### config.mk
export PLATFORM = sky130hd
export DESIGN_NAME = inst_decoder
export DESIGN_NICKNAME = d
export VERILOG_FILES = /design/src/source/decode_pkg.sv /design/src/source/inst_decoder.sv
export VERILOG_INCLUDE_DIRS = /design/src /design/src/source
export SDC_FILE = /design/constraint.sdc
export NUM_CORES = 1
export LEC_CHECK = 0
export BUFFER_PORTS_ARGS = -buffer_cell sky130_fd_sc_hd__buf_2
export CAP_MARGIN = 20
export CORE_ASPECT_RATIO = 1.25
export CORE_MARGIN = 3
export CORE_UTILIZATION = 45
export DETAILED_ROUTE_END_ITERATION = 8
export PLACE_DENSITY_LB_ADDON = 0.05
export SLEW_MARGIN = 20
export SYNTH_ARGS = -nofsm -noshare
export SYNTH_HDL_FRONTEND = slang
export SYNTH_SLANG_ARGS = --single-unit
export TNS_END_PERCENT = 30
### constraint.sdc
create_clock -name vclk -period 1.6
set_input_delay 0.08 -clock vclk [all_inputs]
set_output_delay 0.08 -clock vclk [all_outputs]
set_load 0.005 [all_outputs]
### src/source/decode_params.svh
// decode stage parameters
// datapath width, register file geometry, and the opcode, operate function
// and PAL codes of the integer subset recognised by the decoder
`ifndef DECODE_PARAMS_SVH
`define DECODE_PARAMS_SVH

// datapath and register file geometry
`define D_XLEN       64     // integer register width
`define D_NUM_REGS   32     // architectural registers
`define D_REG_IDX_W  5      // bits of a register index
`define D_ZERO_REG   5'd31  // hardwired zero register

// primary opcodes, inst[31:26]
`define D_OP_PAL     6'h00  // call_pal, function in inst[25:0]
`define D_OP_INTA    6'h10  // integer arithmetic group
`define D_OP_INTL    6'h11  // integer logical group
`define D_OP_INTS    6'h12  // integer shift group
`define D_OP_INTM    6'h13  // integer multiply group
`define D_OP_JSR     6'h1a  // jmp / jsr / ret family
`define D_OP_LDQ     6'h29
`define D_OP_LDQ_L   6'h2b  // load locked
`define D_OP_STQ     6'h2d
`define D_OP_STQ_C   6'h2f  // store conditional
`define D_OP_BR      6'h30
`define D_OP_BSR     6'h34
`define D_OP_CBR_LO  6'h38  // blbc, first integer conditional branch
`define D_OP_CBR_HI  6'h3f  // bgt, last integer conditional branch

// operate function codes, inst[11:5], only unique inside their own group
`define D_FN_ADD     7'h20  // inta addq
`define D_FN_SUB     7'h29  // inta subq
`define D_FN_CMPEQ   7'h2d  // inta cmpeq
`define D_FN_CMPLT   7'h4d  // inta cmplt
`define D_FN_AND     7'h00  // intl and
`define D_FN_BIS     7'h20  // intl bis
`define D_FN_XOR     7'h40  // intl xor
`define D_FN_SLL     7'h39  // ints sll
`define D_FN_SRL     7'h34  // ints srl
`define D_FN_SRA     7'h3c  // ints sra
`define D_FN_MULQ    7'h20  // intm mulq

// PAL function codes
`define D_PAL_HALT   26'h0000555
`define D_PAL_WHAMI  26'h000003c

`endif

### src/source/decode_pkg.sv
// decode stage types
// instruction word views, operand select and ALU encodings, and the
// packets exchanged with fetch, write-back and execute
`default_nettype none

`include "decode_params.svh"

package decode_pkg;

  ////////////////////////////////////////////////////////////
  // instruction word
  ////////////////////////////////////////////////////////////

  // one 32-bit word, read as operate format or memory format
  typedef union packed {
    struct packed {
      logic [5:0]              opcode;
      logic [`D_REG_IDX_W-1:0] rega_idx;   // ra
      logic [`D_REG_IDX_W-1:0] regb_idx;   // rb, literal high bits when lit_flag
      logic [2:0]              lit;        // literal low bits, sbz otherwise
      logic                    lit_flag;   // rb replaced by 8-bit literal
      logic [6:0]              func;
      logic [`D_REG_IDX_W-1:0] rc_idx;     // operate destination
    } r;
    struct packed {
      logic [5:0]              opcode;
      logic [`D_REG_IDX_W-1:0] rega_idx;   // load dest / store source
      logic [`D_REG_IDX_W-1:0] regb_idx;   // base register
      logic [15:0]             disp;       // signed byte displacement
    } m;
  } inst_t;

  ////////////////////////////////////////////////////////////
  // control encodings
  ////////////////////////////////////////////////////////////

  typedef enum logic [4:0] {
    ALU_ADD   = 5'h00,
    ALU_SUB   = 5'h01,
    ALU_CMPEQ = 5'h02,
    ALU_CMPLT = 5'h03,
    ALU_AND   = 5'h04,
    ALU_BIS   = 5'h05,   // logical or
    ALU_XOR   = 5'h06,
    ALU_SLL   = 5'h07,
    ALU_SRL   = 5'h08,
    ALU_SRA   = 5'h09,
    ALU_MULQ  = 5'h0a
  } alu_func_e;

  // operand a source in execute
  typedef enum logic [1:0] {
    OPA_IS_REGA     = 2'h0,
    OPA_IS_MEM_DISP = 2'h1,  // sign-extended memory displacement
    OPA_IS_NPC      = 2'h2,  // next pc, for branch targets
    OPA_IS_NOT3     = 2'h3   // ~64'h3, masks jump target alignment
  } opa_select_e;

  // operand b source in execute
  typedef enum logic [1:0] {
    OPB_IS_REGB    = 2'h0,
    OPB_IS_ALU_IMM = 2'h1,   // zero-extended 8-bit literal
    OPB_IS_BR_DISP = 2'h2    // branch displacement times 4
  } opb_select_e;

  ////////////////////////////////////////////////////////////
  // stage packets
  ////////////////////////////////////////////////////////////

  // from fetch
  typedef struct packed {
    logic [`D_XLEN-1:0] npc;
    inst_t              inst;
    logic               valid;
  } f_d_packet_t;

  // from write-back, one strobe per write
  typedef struct packed {
    logic                    wr_en;
    logic [`D_REG_IDX_W-1:0] wr_idx;
    logic [`D_XLEN-1:0]      wr_data;
  } r_reg_packet_t;

  typedef struct packed {
    inst_t inst;
    logic  valid;
  } decoder_in_t;

  typedef struct packed {
    opa_select_e             opa_select;
    opb_select_e             opb_select;
    alu_func_e               alu_func;
    logic                    rd_mem;         // load
    logic                    wr_mem;         // store
    logic                    ldl_mem;        // load locked
    logic                    stc_mem;        // store conditional
    logic                    cond_branch;
    logic                    uncond_branch;
    logic                    halt;
    logic                    cpuid;          // whami
    logic                    illegal;
    logic                    valid;          // real instruction in this slot
    logic [`D_REG_IDX_W-1:0] dest_reg_idx;   // zero reg when nothing written
  } decoder_out_t;

  // to execute, decoder fields flattened next to the operands
  typedef struct packed {
    logic [`D_XLEN-1:0]      npc;
    inst_t                   inst;
    logic [`D_XLEN-1:0]      rega_value;
    logic [`D_XLEN-1:0]      regb_value;
    opa_select_e             opa_select;
    opb_select_e             opb_select;
    alu_func_e               alu_func;
    logic                    rd_mem;
    logic                    wr_mem;
    logic                    ldl_mem;
    logic                    stc_mem;
    logic                    cond_branch;
    logic                    uncond_branch;
    logic                    halt;
    logic                    cpuid;
    logic                    illegal;
    logic                    valid;
    logic [`D_REG_IDX_W-1:0] dest_reg_idx;
  } d_s_packet_t;

endpackage

`default_nettype wire

### src/source/inst_decoder.sv
// instruction decoder
// turns one instruction word into operand selects, ALU function, memory and
// branch flags and the destination register; purely combinational
`timescale 1ns/1ps
`default_nettype none

`include "decode_params.svh"

module inst_decoder (
  input  decode_pkg::decoder_in_t  decoder_packet_in,
  output decode_pkg::decoder_out_t decoder_packet_out
);

  import decode_pkg::*;

  inst_t        inst;
  logic         in_valid;
  logic [25:0]  pal_func;      // call_pal function field
  alu_func_e    op_alu_func;   // operate group ALU mapping
  logic         op_func_ok;    // func known inside its group
  decoder_out_t dec;

  assign inst     = decoder_packet_in.inst;
  assign in_valid = decoder_packet_in.valid;

  // inst[25:0] spans ra, rb and disp of the memory view
  assign pal_func = {inst.m.rega_idx, inst.m.regb_idx, inst.m.disp};

  ////////////////////////////////////////////////////////////
  // operate format function mapping
  ////////////////////////////////////////////////////////////

  // func codes overlap between groups, so decode per opcode
  always_comb begin
    op_alu_func = ALU_ADD;
    op_func_ok  = 1'b1;
    case (inst.r.opcode)
      `D_OP_INTA: begin
        case (inst.r.func)
          `D_FN_ADD:   op_alu_func = ALU_ADD;
          `D_FN_SUB:   op_alu_func = ALU_SUB;
          `D_FN_CMPEQ: op_alu_func = ALU_CMPEQ;
          `D_FN_CMPLT: op_alu_func = ALU_CMPLT;
          default:     op_func_ok  = 1'b0;
        endcase
      end
      `D_OP_INTL: begin
        case (inst.r.func)
          `D_FN_AND: op_alu_func = ALU_AND;
          `D_FN_BIS: op_alu_func = ALU_BIS;
          `D_FN_XOR: op_alu_func = ALU_XOR;
          default:   op_func_ok  = 1'b0;
        endcase
      end
      `D_OP_INTS: begin
        case (inst.r.func)
          `D_FN_SLL: op_alu_func = ALU_SLL;
          `D_FN_SRL: op_alu_func = ALU_SRL;
          `D_FN_SRA: op_alu_func = ALU_SRA;
          default:   op_func_ok  = 1'b0;
        endcase
      end
      `D_OP_INTM: begin
        case (inst.r.func)
          `D_FN_MULQ: op_alu_func = ALU_MULQ;
          default:    op_func_ok  = 1'b0;
        endcase
      end
      default: op_func_ok = 1'b0;  // not an operate opcode
    endcase
  end

  ////////////////////////////////////////////////////////////
  // main decode
  ////////////////////////////////////////////////////////////

  always_comb begin
    // quiet defaults, also the whole answer for an empty slot
    dec.opa_select    = OPA_IS_REGA;
    dec.opb_select    = OPB_IS_REGB;
    dec.alu_func      = ALU_ADD;
    dec.rd_mem        = 1'b0;
    dec.wr_mem        = 1'b0;
    dec.ldl_mem       = 1'b0;
    dec.stc_mem       = 1'b0;
    dec.cond_branch   = 1'b0;
    dec.uncond_branch = 1'b0;
    dec.halt          = 1'b0;
    dec.cpuid         = 1'b0;
    dec.illegal       = 1'b0;
    dec.valid         = 1'b0;
    dec.dest_reg_idx  = `D_ZERO_REG;

    if (in_valid) begin
      case (inst.r.opcode) inside
        `D_OP_PAL: begin
          case (pal_func)
            `D_PAL_HALT:  dec.halt    = 1'b1;
            `D_PAL_WHAMI: dec.cpuid   = 1'b1;
            default:      dec.illegal = 1'b1;  // unsupported pal call
          endcase
        end
        `D_OP_INTA, `D_OP_INTL, `D_OP_INTS, `D_OP_INTM: begin
          dec.opa_select   = OPA_IS_REGA;
          dec.opb_select   = inst.r.lit_flag ? OPB_IS_ALU_IMM : OPB_IS_REGB;
          dec.alu_func     = op_alu_func;
          dec.dest_reg_idx = inst.r.rc_idx;
          dec.illegal      = !op_func_ok;
        end
        `D_OP_LDQ, `D_OP_LDQ_L: begin
          dec.opa_select   = OPA_IS_MEM_DISP;   // address = disp + rb
          dec.opb_select   = OPB_IS_REGB;
          dec.alu_func     = ALU_ADD;
          dec.rd_mem       = 1'b1;
          dec.ldl_mem      = (inst.r.opcode == `D_OP_LDQ_L);
          dec.dest_reg_idx = inst.m.rega_idx;
        end
        `D_OP_STQ, `D_OP_STQ_C: begin
          dec.opa_select = OPA_IS_MEM_DISP;
          dec.opb_select = OPB_IS_REGB;
          dec.alu_func   = ALU_ADD;
          dec.wr_mem     = 1'b1;
          if (inst.r.opcode == `D_OP_STQ_C) begin
            dec.stc_mem      = 1'b1;
            dec.dest_reg_idx = inst.m.rega_idx;  // success flag back into ra
          end
        end
        `D_OP_BR, `D_OP_BSR: begin
          dec.opa_select    = OPA_IS_NPC;
          dec.opb_select    = OPB_IS_BR_DISP;
          dec.alu_func      = ALU_ADD;
          dec.uncond_branch = 1'b1;
          dec.dest_reg_idx  = inst.m.rega_idx;  // link register
        end
        [`D_OP_CBR_LO:`D_OP_CBR_HI]: begin
          dec.opa_select  = OPA_IS_NPC;
          dec.opb_select  = OPB_IS_BR_DISP;
          dec.alu_func    = ALU_ADD;
          dec.cond_branch = 1'b1;               // no register written
        end
        `D_OP_JSR: begin
          dec.opa_select    = OPA_IS_NOT3;      // target = rb & ~3
          dec.opb_select    = OPB_IS_REGB;
          dec.alu_func      = ALU_AND;
          dec.uncond_branch = 1'b1;
          dec.dest_reg_idx  = inst.m.rega_idx;
        end
        default: dec.illegal = 1'b1;
      endcase

      // a rejected instruction writes nothing
      if (dec.illegal) begin
        dec.dest_reg_idx = `D_ZERO_REG;
      end
    end

    dec.valid = in_valid && !dec.illegal;
  end

  assign decoder_packet_out = dec;

endmodule

`default_nettype wire

==> qor.yml, run 1 <==
seq_cells: 0
wl_mm: 3.396
path_cells: "buf_2, or3b_1, or4_1, a31oi_1, buf_2"
synth_compound_area_share_pct: 27.75
diodes: 0
synthSimpleGateAreaFrac_pct: 60.23
yosysSeqAreaShare_pct: 0
grt_pass1_wl_mm: 5.388
post-route-period-util_pct: 102.2
worstPathRequired_ns: 1.52
dpl_cell_area_um2: 1297
vdd_ir_drop_max_v: 0.0001272
final_hold_viol_count: 0
firstDrtPassIters: 4
critPathBufInv: 2
cpMostUsedCell: "buf_2"
synth_top_family_by_area: "simple AND/OR/NAND/NOR gates"
die_w_um: 45.43
grt_pass1_vias: 1251
cp-startpoint: "decoder_packet_in[11]"
die_h_um: 55.29
setup_slack_ns: -0.03446
ys_warn_count: 0
rows: 17
synth_xor_area_share_pct: 2.003
vias_per_cell: 5.932
critPathMaxStageDelay_ns: 0.53
finalCriticalPeriod_ns: 1.634
syn2layout_area_growth_pct: 64.81
antenna_found_initial: 0
route.detailed.drc: 0
syn_area_um2: 874.6
dp.final_hpwl_mm: 2.487
track_usage_pct: 26.00
vias: 1305
cp.arrival_ns: 1.55
cp_max_fo: 7
io_buffers: 56
final_antenna_net_count: 0
syn_nets: 160
critPathTopFamily: "simple AND/OR/NAND/NOR gates"
synth_top_cell_by_area: "nand2_1"
start_util_pct: 48.37
start_kind: "primary input"
end_kind: "primary output"
cp_slowest_cell: "or4_1"
cp-endpoint: "decoder_packet_out[16]"
synth.area.top_cells: "nand2_1, nor4_1, nor2_1"
ctsHoldBuffers: 0
n_fill_cell: 152
power.leakage_nw: 0.6056
violations: "negative setup slack"
drtIter0Drc: 27
setup_viol: 5
nClkBuffers: 0
overflow: 0
routedWlPerCell_um: 15.44
syn_area_per_cell_um2: 6.887
grt_start_max_net_pins: 12
seqCellArea_um2: 0
power.density_nw_per_um2: 190.0
worstSetupPathType: "in -> out"
stdcell_count: 220
synth_fa_ha_area_share_pct: 0
grt_setup_unrepaired: "true"
drive_gt1_share_pct: 56.72
cp.depth: 5
die_area_um2: 2512
outcome: "finished with violations"
whs_path_depth: 4
worstHoldPathType: "in -> out"
core_um2: 1808
slew_viol_final: 0
fmax_ghz: 0.6118
synthMuxAreaShare_pct: 0
synth_cell_types: 54
gp_congestion: 0.9317
place_inst: 217
boundaryPins: 57
drv_cap: 0
final_area_um2: 1441
synth_top_area_share_pct: 6.009
synthCells: 127
nets: 236
fin_tns_setup_ns: -0.07344
[report_power, final]
group	internal, W	switching (W)
Sequential	0	0
Clock	0	0
Combinational	0.000132	0.000142
Total	0.000132	0.000142
[logic make-up after synthesis]
logic type	Yosys count
AOI/OAI and AO/OA	30
xor gates and xnor gates	2
and+or+nand+nor	81
other	1
buffers and inverters	13
[synthesized netlist by cell type, drive strengths merged]
cell	instances
and2	2
nor4	7
o22ai	5
a211oi	2
nand2	14
or4	4
or3b	2
nor4b	2
buf	7
nand3	5
or2	2
o21a	1
a31o	1
nand3b	5
xnor2	1
o21ai	4
a21boi	1
or4bb	1
and3	5
nor2	10
inv	2
nor3b	3
or3	3
o2bb2ai	1
a22oi	1
nand4b	2
nand2b	2
o211ai	1
a2111oi	1
a31oi	3
nor3	7
a32oi	1
nor2b	2
nand4bb	2
clkbuf	4
conb	1
a21oi	6
o21bai	2
xor2	1
or4b	1
[how the worst min path moves through the flow]
stage,from,to,slack (ns)
after global routing,decoder_packet_in[24],decoder_packet_out[2],0.49
after global placement,decoder_packet_in[25],decoder_packet_out[3],0.45
after detailed placement,decoder_packet_in[13],decoder_packet_out[20],0.45
after CTS,decoder_packet_in[25],decoder_packet_out[3],0.46
final,decoder_packet_in[24],decoder_packet_out[2],0.47
after floorplan,decoder_packet_in[13],decoder_packet_out[20],0.23
[area by class of cell]
| type | count | area [um^2] | share of cell area (%) |
|---|---|---|---|
| multi-input combinational | 114 | 897.1 | 62.24 |
| timing repair buffer | 85 | 513.0 | 35.59 |
| tap | 19 | 23.77 | 1.649 |
| inverter | 2 | 7.507 | 0.5208 |
[through the flow]
step	setup WS [ns]	hold WS, ns	util, %	power [W]
after floorplan	0.1794	0.2307	-	0.0001261
after global placement	-0.1072	0.4471	71.76	0.0002375
after detailed placement	-0.06571	0.4532	71.76	0.0002423
after CTS	-0.004467	0.4560	73.63	0.0002465
after global routing	-0.08809	0.4926	79.72	0.0002979
final	-0.03446	0.4660	79.72	0.0002738
[repair_timing]
action | CTS | global route
pin swaps | 4 | 9
gates resized for setup | 5 | 22
endpoints found under the setup margin | 8 | 11
cloned | 0 | 0
buffers inserted | 1 | 2
[cells in the final DEF, fill, tap and decap left out, types with 2 or more instances in the layout]
master	n
nor3b_1	2
buf_2	53
nand2_1	13
buf_4	31
nand3_1	4
inv_1	2
nand4bb_1	2
nand4b_1	2
a31oi_1	2
nor3_2	3
nor4_2	2
a21oi_1	6
nand3b_1	4
or4_1	2
nor2_1	10
or3_4	2
nor4_1	3
and2_1	2
and3_1	5
nor3_1	3
o21ai_0	2
nor2b_1	2
o22ai_1	5
nor4_4	2
o21ai_2	2
or4_4	2
[routing by layer]
metal / wire (um) / part of all wire [%] / track usage (%) / vias to the layer above
met2: 1897 / 56 / 48.50 / 53
met5: 0 / 0 / 0 / -
met4: 40 / 1.2 / 3.766 / 0
met1: 1280 / 38 / 32.02 / 616
li1: - / - / - / 632
met3: 178 / 5.2 / 0 / 4
(Power assumes the default switching activity.)
==> run 2, diff against run 1 <==
--- a/config.mk
+++ b/config.mk
@@ -8,7 +8,6 @@
 export LEC_CHECK = 0
 export BUFFER_PORTS_ARGS = -buffer_cell sky130_fd_sc_hd__buf_2
 export CAP_MARGIN = 20
-export CORE_ASPECT_RATIO = 1.25
 export CORE_MARGIN = 3
 export CORE_UTILIZATION = 45
 export DETAILED_ROUTE_END_ITERATION = 8
==> qor.yml, run 2 (same netlist as run 1, synthesis figures left out) <==
diodes: 0  # unchanged
power.density_nw_per_um2: 190.5  # was 190.0 nW/um^2
overflow: 0  # unchanged
n_fill_cell: 138  # was 152
grt_pass1_wl_mm: 5.057  # was 5.388 mm
ctsHoldBuffers: 0  # unchanged
vias_per_cell: 5.955  # was 5.932
end_kind: "primary output"  # unchanged
worstPathRequired_ns: 1.52  # about the same
power.leakage_nw: 0.5822  # was 0.6056 nW
io_buffers: 56  # unchanged
grt_use_met2_pct: 44.35  # was 48.50%
nClkBuffers: 0  # unchanged
grt_setup_unrepaired: "true"  # unchanged
finalCriticalPeriod_ns: 1.627  # was 1.634 ns
final_antenna_net_count: 0  # unchanged
final_cell_mix: "buf_2, buf_4, nand2_1"  # unchanged
die_area_um2: 2509  # was 2512 um^2
die_w_um: 50.09  # was 45.43 um
start_util_pct: 49.05  # was 48.37%
cp_max_fo: 6  # was 7
seq_cells: 0  # unchanged
vias: 1322  # was 1,305
rows: 15  # was 17
grt_start_max_net_pins: 13  # was 12
p_seq_share_pct: 0  # about the same
fmax_ghz: 0.6146  # was 0.6118 GHz
seqCellArea_um2: 0  # unchanged
final_hold_viol_count: 0  # unchanged
final_common_cell: "buf_2"  # unchanged
core_um2: 1783  # was 1808 um^2
die_h_um: 50.09  # was 55.29 um
worstSetupPathType: "in -> out"  # unchanged
cp.arrival_ns: 1.55  # about the same
route.detailed.drc: 0  # unchanged
antenna_found_initial: 0  # unchanged
fin_tns_setup_ns: -0.02714  # was -0.07344 ns
setup_viol: 1  # was 5
clkPwrFrac_pct: 0  # about the same
routedWlPerCell_um: 14.10  # was 15.44 um
grt_pass1_vias: 1215  # was 1,251
dp.final_hpwl_mm: 2.417  # was 2.487 mm
pre_cts_ws_ns: -0.06964  # was -0.06571 ns
final_util_pct: 77.82  # was 79.72%
drive_gt1_share_pct: 54.82  # was 56.72%
start_kind: "primary input"  # unchanged
p_sw_w: 0.0001356  # was 0.0001423 W
slew_viol_final: 0  # unchanged
syn2layout_area_growth_pct: 58.66  # was 64.81%
internal_power_w: 0.0001288  # was 0.0001315 W
drtIter0Drc: 43  # was 27
firstDrtPassIters: 4  # unchanged
post-route-period-util_pct: 101.7  # was 102.2%
outcome: "finished with violations"  # unchanged
setup_slack_ns: -0.02714  # was -0.03446 ns
nets: 232  # was 236
violations: "negative setup slack"  # unchanged
vdd_ir_drop_max_v: 0.0001588  # was 0.0001272 V
met3_usage_pct: 2.115  # was 0%
busiest_layer: "met2"  # unchanged
track_usage_pct: 24.50  # was 26.00%
comb_power_share_pct: 100.0  # about the same
use_met1_pct: 30.82  # was 32.02%
drv_cap: 0  # unchanged
wl_mm: 3.130  # was 3.396 mm
worstHoldPathType: "in -> out"  # unchanged
gp_congestion: 0.9982  # was 0.9317
p_total_w: 0.0002644  # was 0.0002738 W
p_sw_share_pct: 51.29  # was 51.98%
boundaryPins: 57  # unchanged
==> run 2: critical path: stages <==
cell	delay [ns]
buf_12	0.11
nand3b_1	0.17
or4_4	0.54
o21a_4	0.16
o21ai_2	0.15
nor4b_4	0.19
buf_2	0.14
==> run 2: through the flow <==
stage,std cells,hold slack [ns],area [um^2]
5_1_grt,222,0.4775,1388
6_report,222,0.4476,1388
4_1_cts,220,0.4523,1314
2_1_floorplan,127,0.2307,874.6
3_3_place_gp,220,0.4501,1282
3_5_place_dp,220,0.4500,1282
==> run 2: path summary, 6_finish.rpt <==
check                  start                endpoint  slack (ns)  cells after the start
min    decoder_packet_in[26]   decoder_packet_out[4]        0.45                      4
max    decoder_packet_in[27]  decoder_packet_out[17]       -0.03                      7
==> run 2: power by group through the flow <==
stage	Combinational [W]	Sequential (W)	Clock, W
floorplan	0.000126	0	0
global placement	0.000232	0	0
detailed placement	0.000239	0	0
CTS	0.000244	0	0
global route	0.000288	0	0
finish	0.000264	0	0
==> run 2: final cells by class <==
class	instances	area [um^2]	area share [%]
Timing Repair Buffer	81	488.0	35.17
Inverter	2	7.507	0.5410
Tap cell	25	31.28	2.254
Multi-Input combinational cell	114	860.8	62.04
==> run 2: routing by layer <==
layer | routed length, um | part of all wire (%) | up-vias
li1 | - | - | 629
met1 | 1213 | 39 | 596
met2 | 1542 | 49 | 89
met3 | 325 | 10 | 8
met4 | 48 | 1.5 | 0
met5 | 0 | 0 | -
==> run 2: timing repair <==
| action | 4_1_cts | 5_1_grt |
|---|---|---|
| pin swaps | 3 | 9 |
| hold endpoints to repair | 0 | 0 |
| resized for setup | 6 | 16 |
| setup buffers | 0 | 2 |
| endpoints found under the setup margin | 8 | 9 |
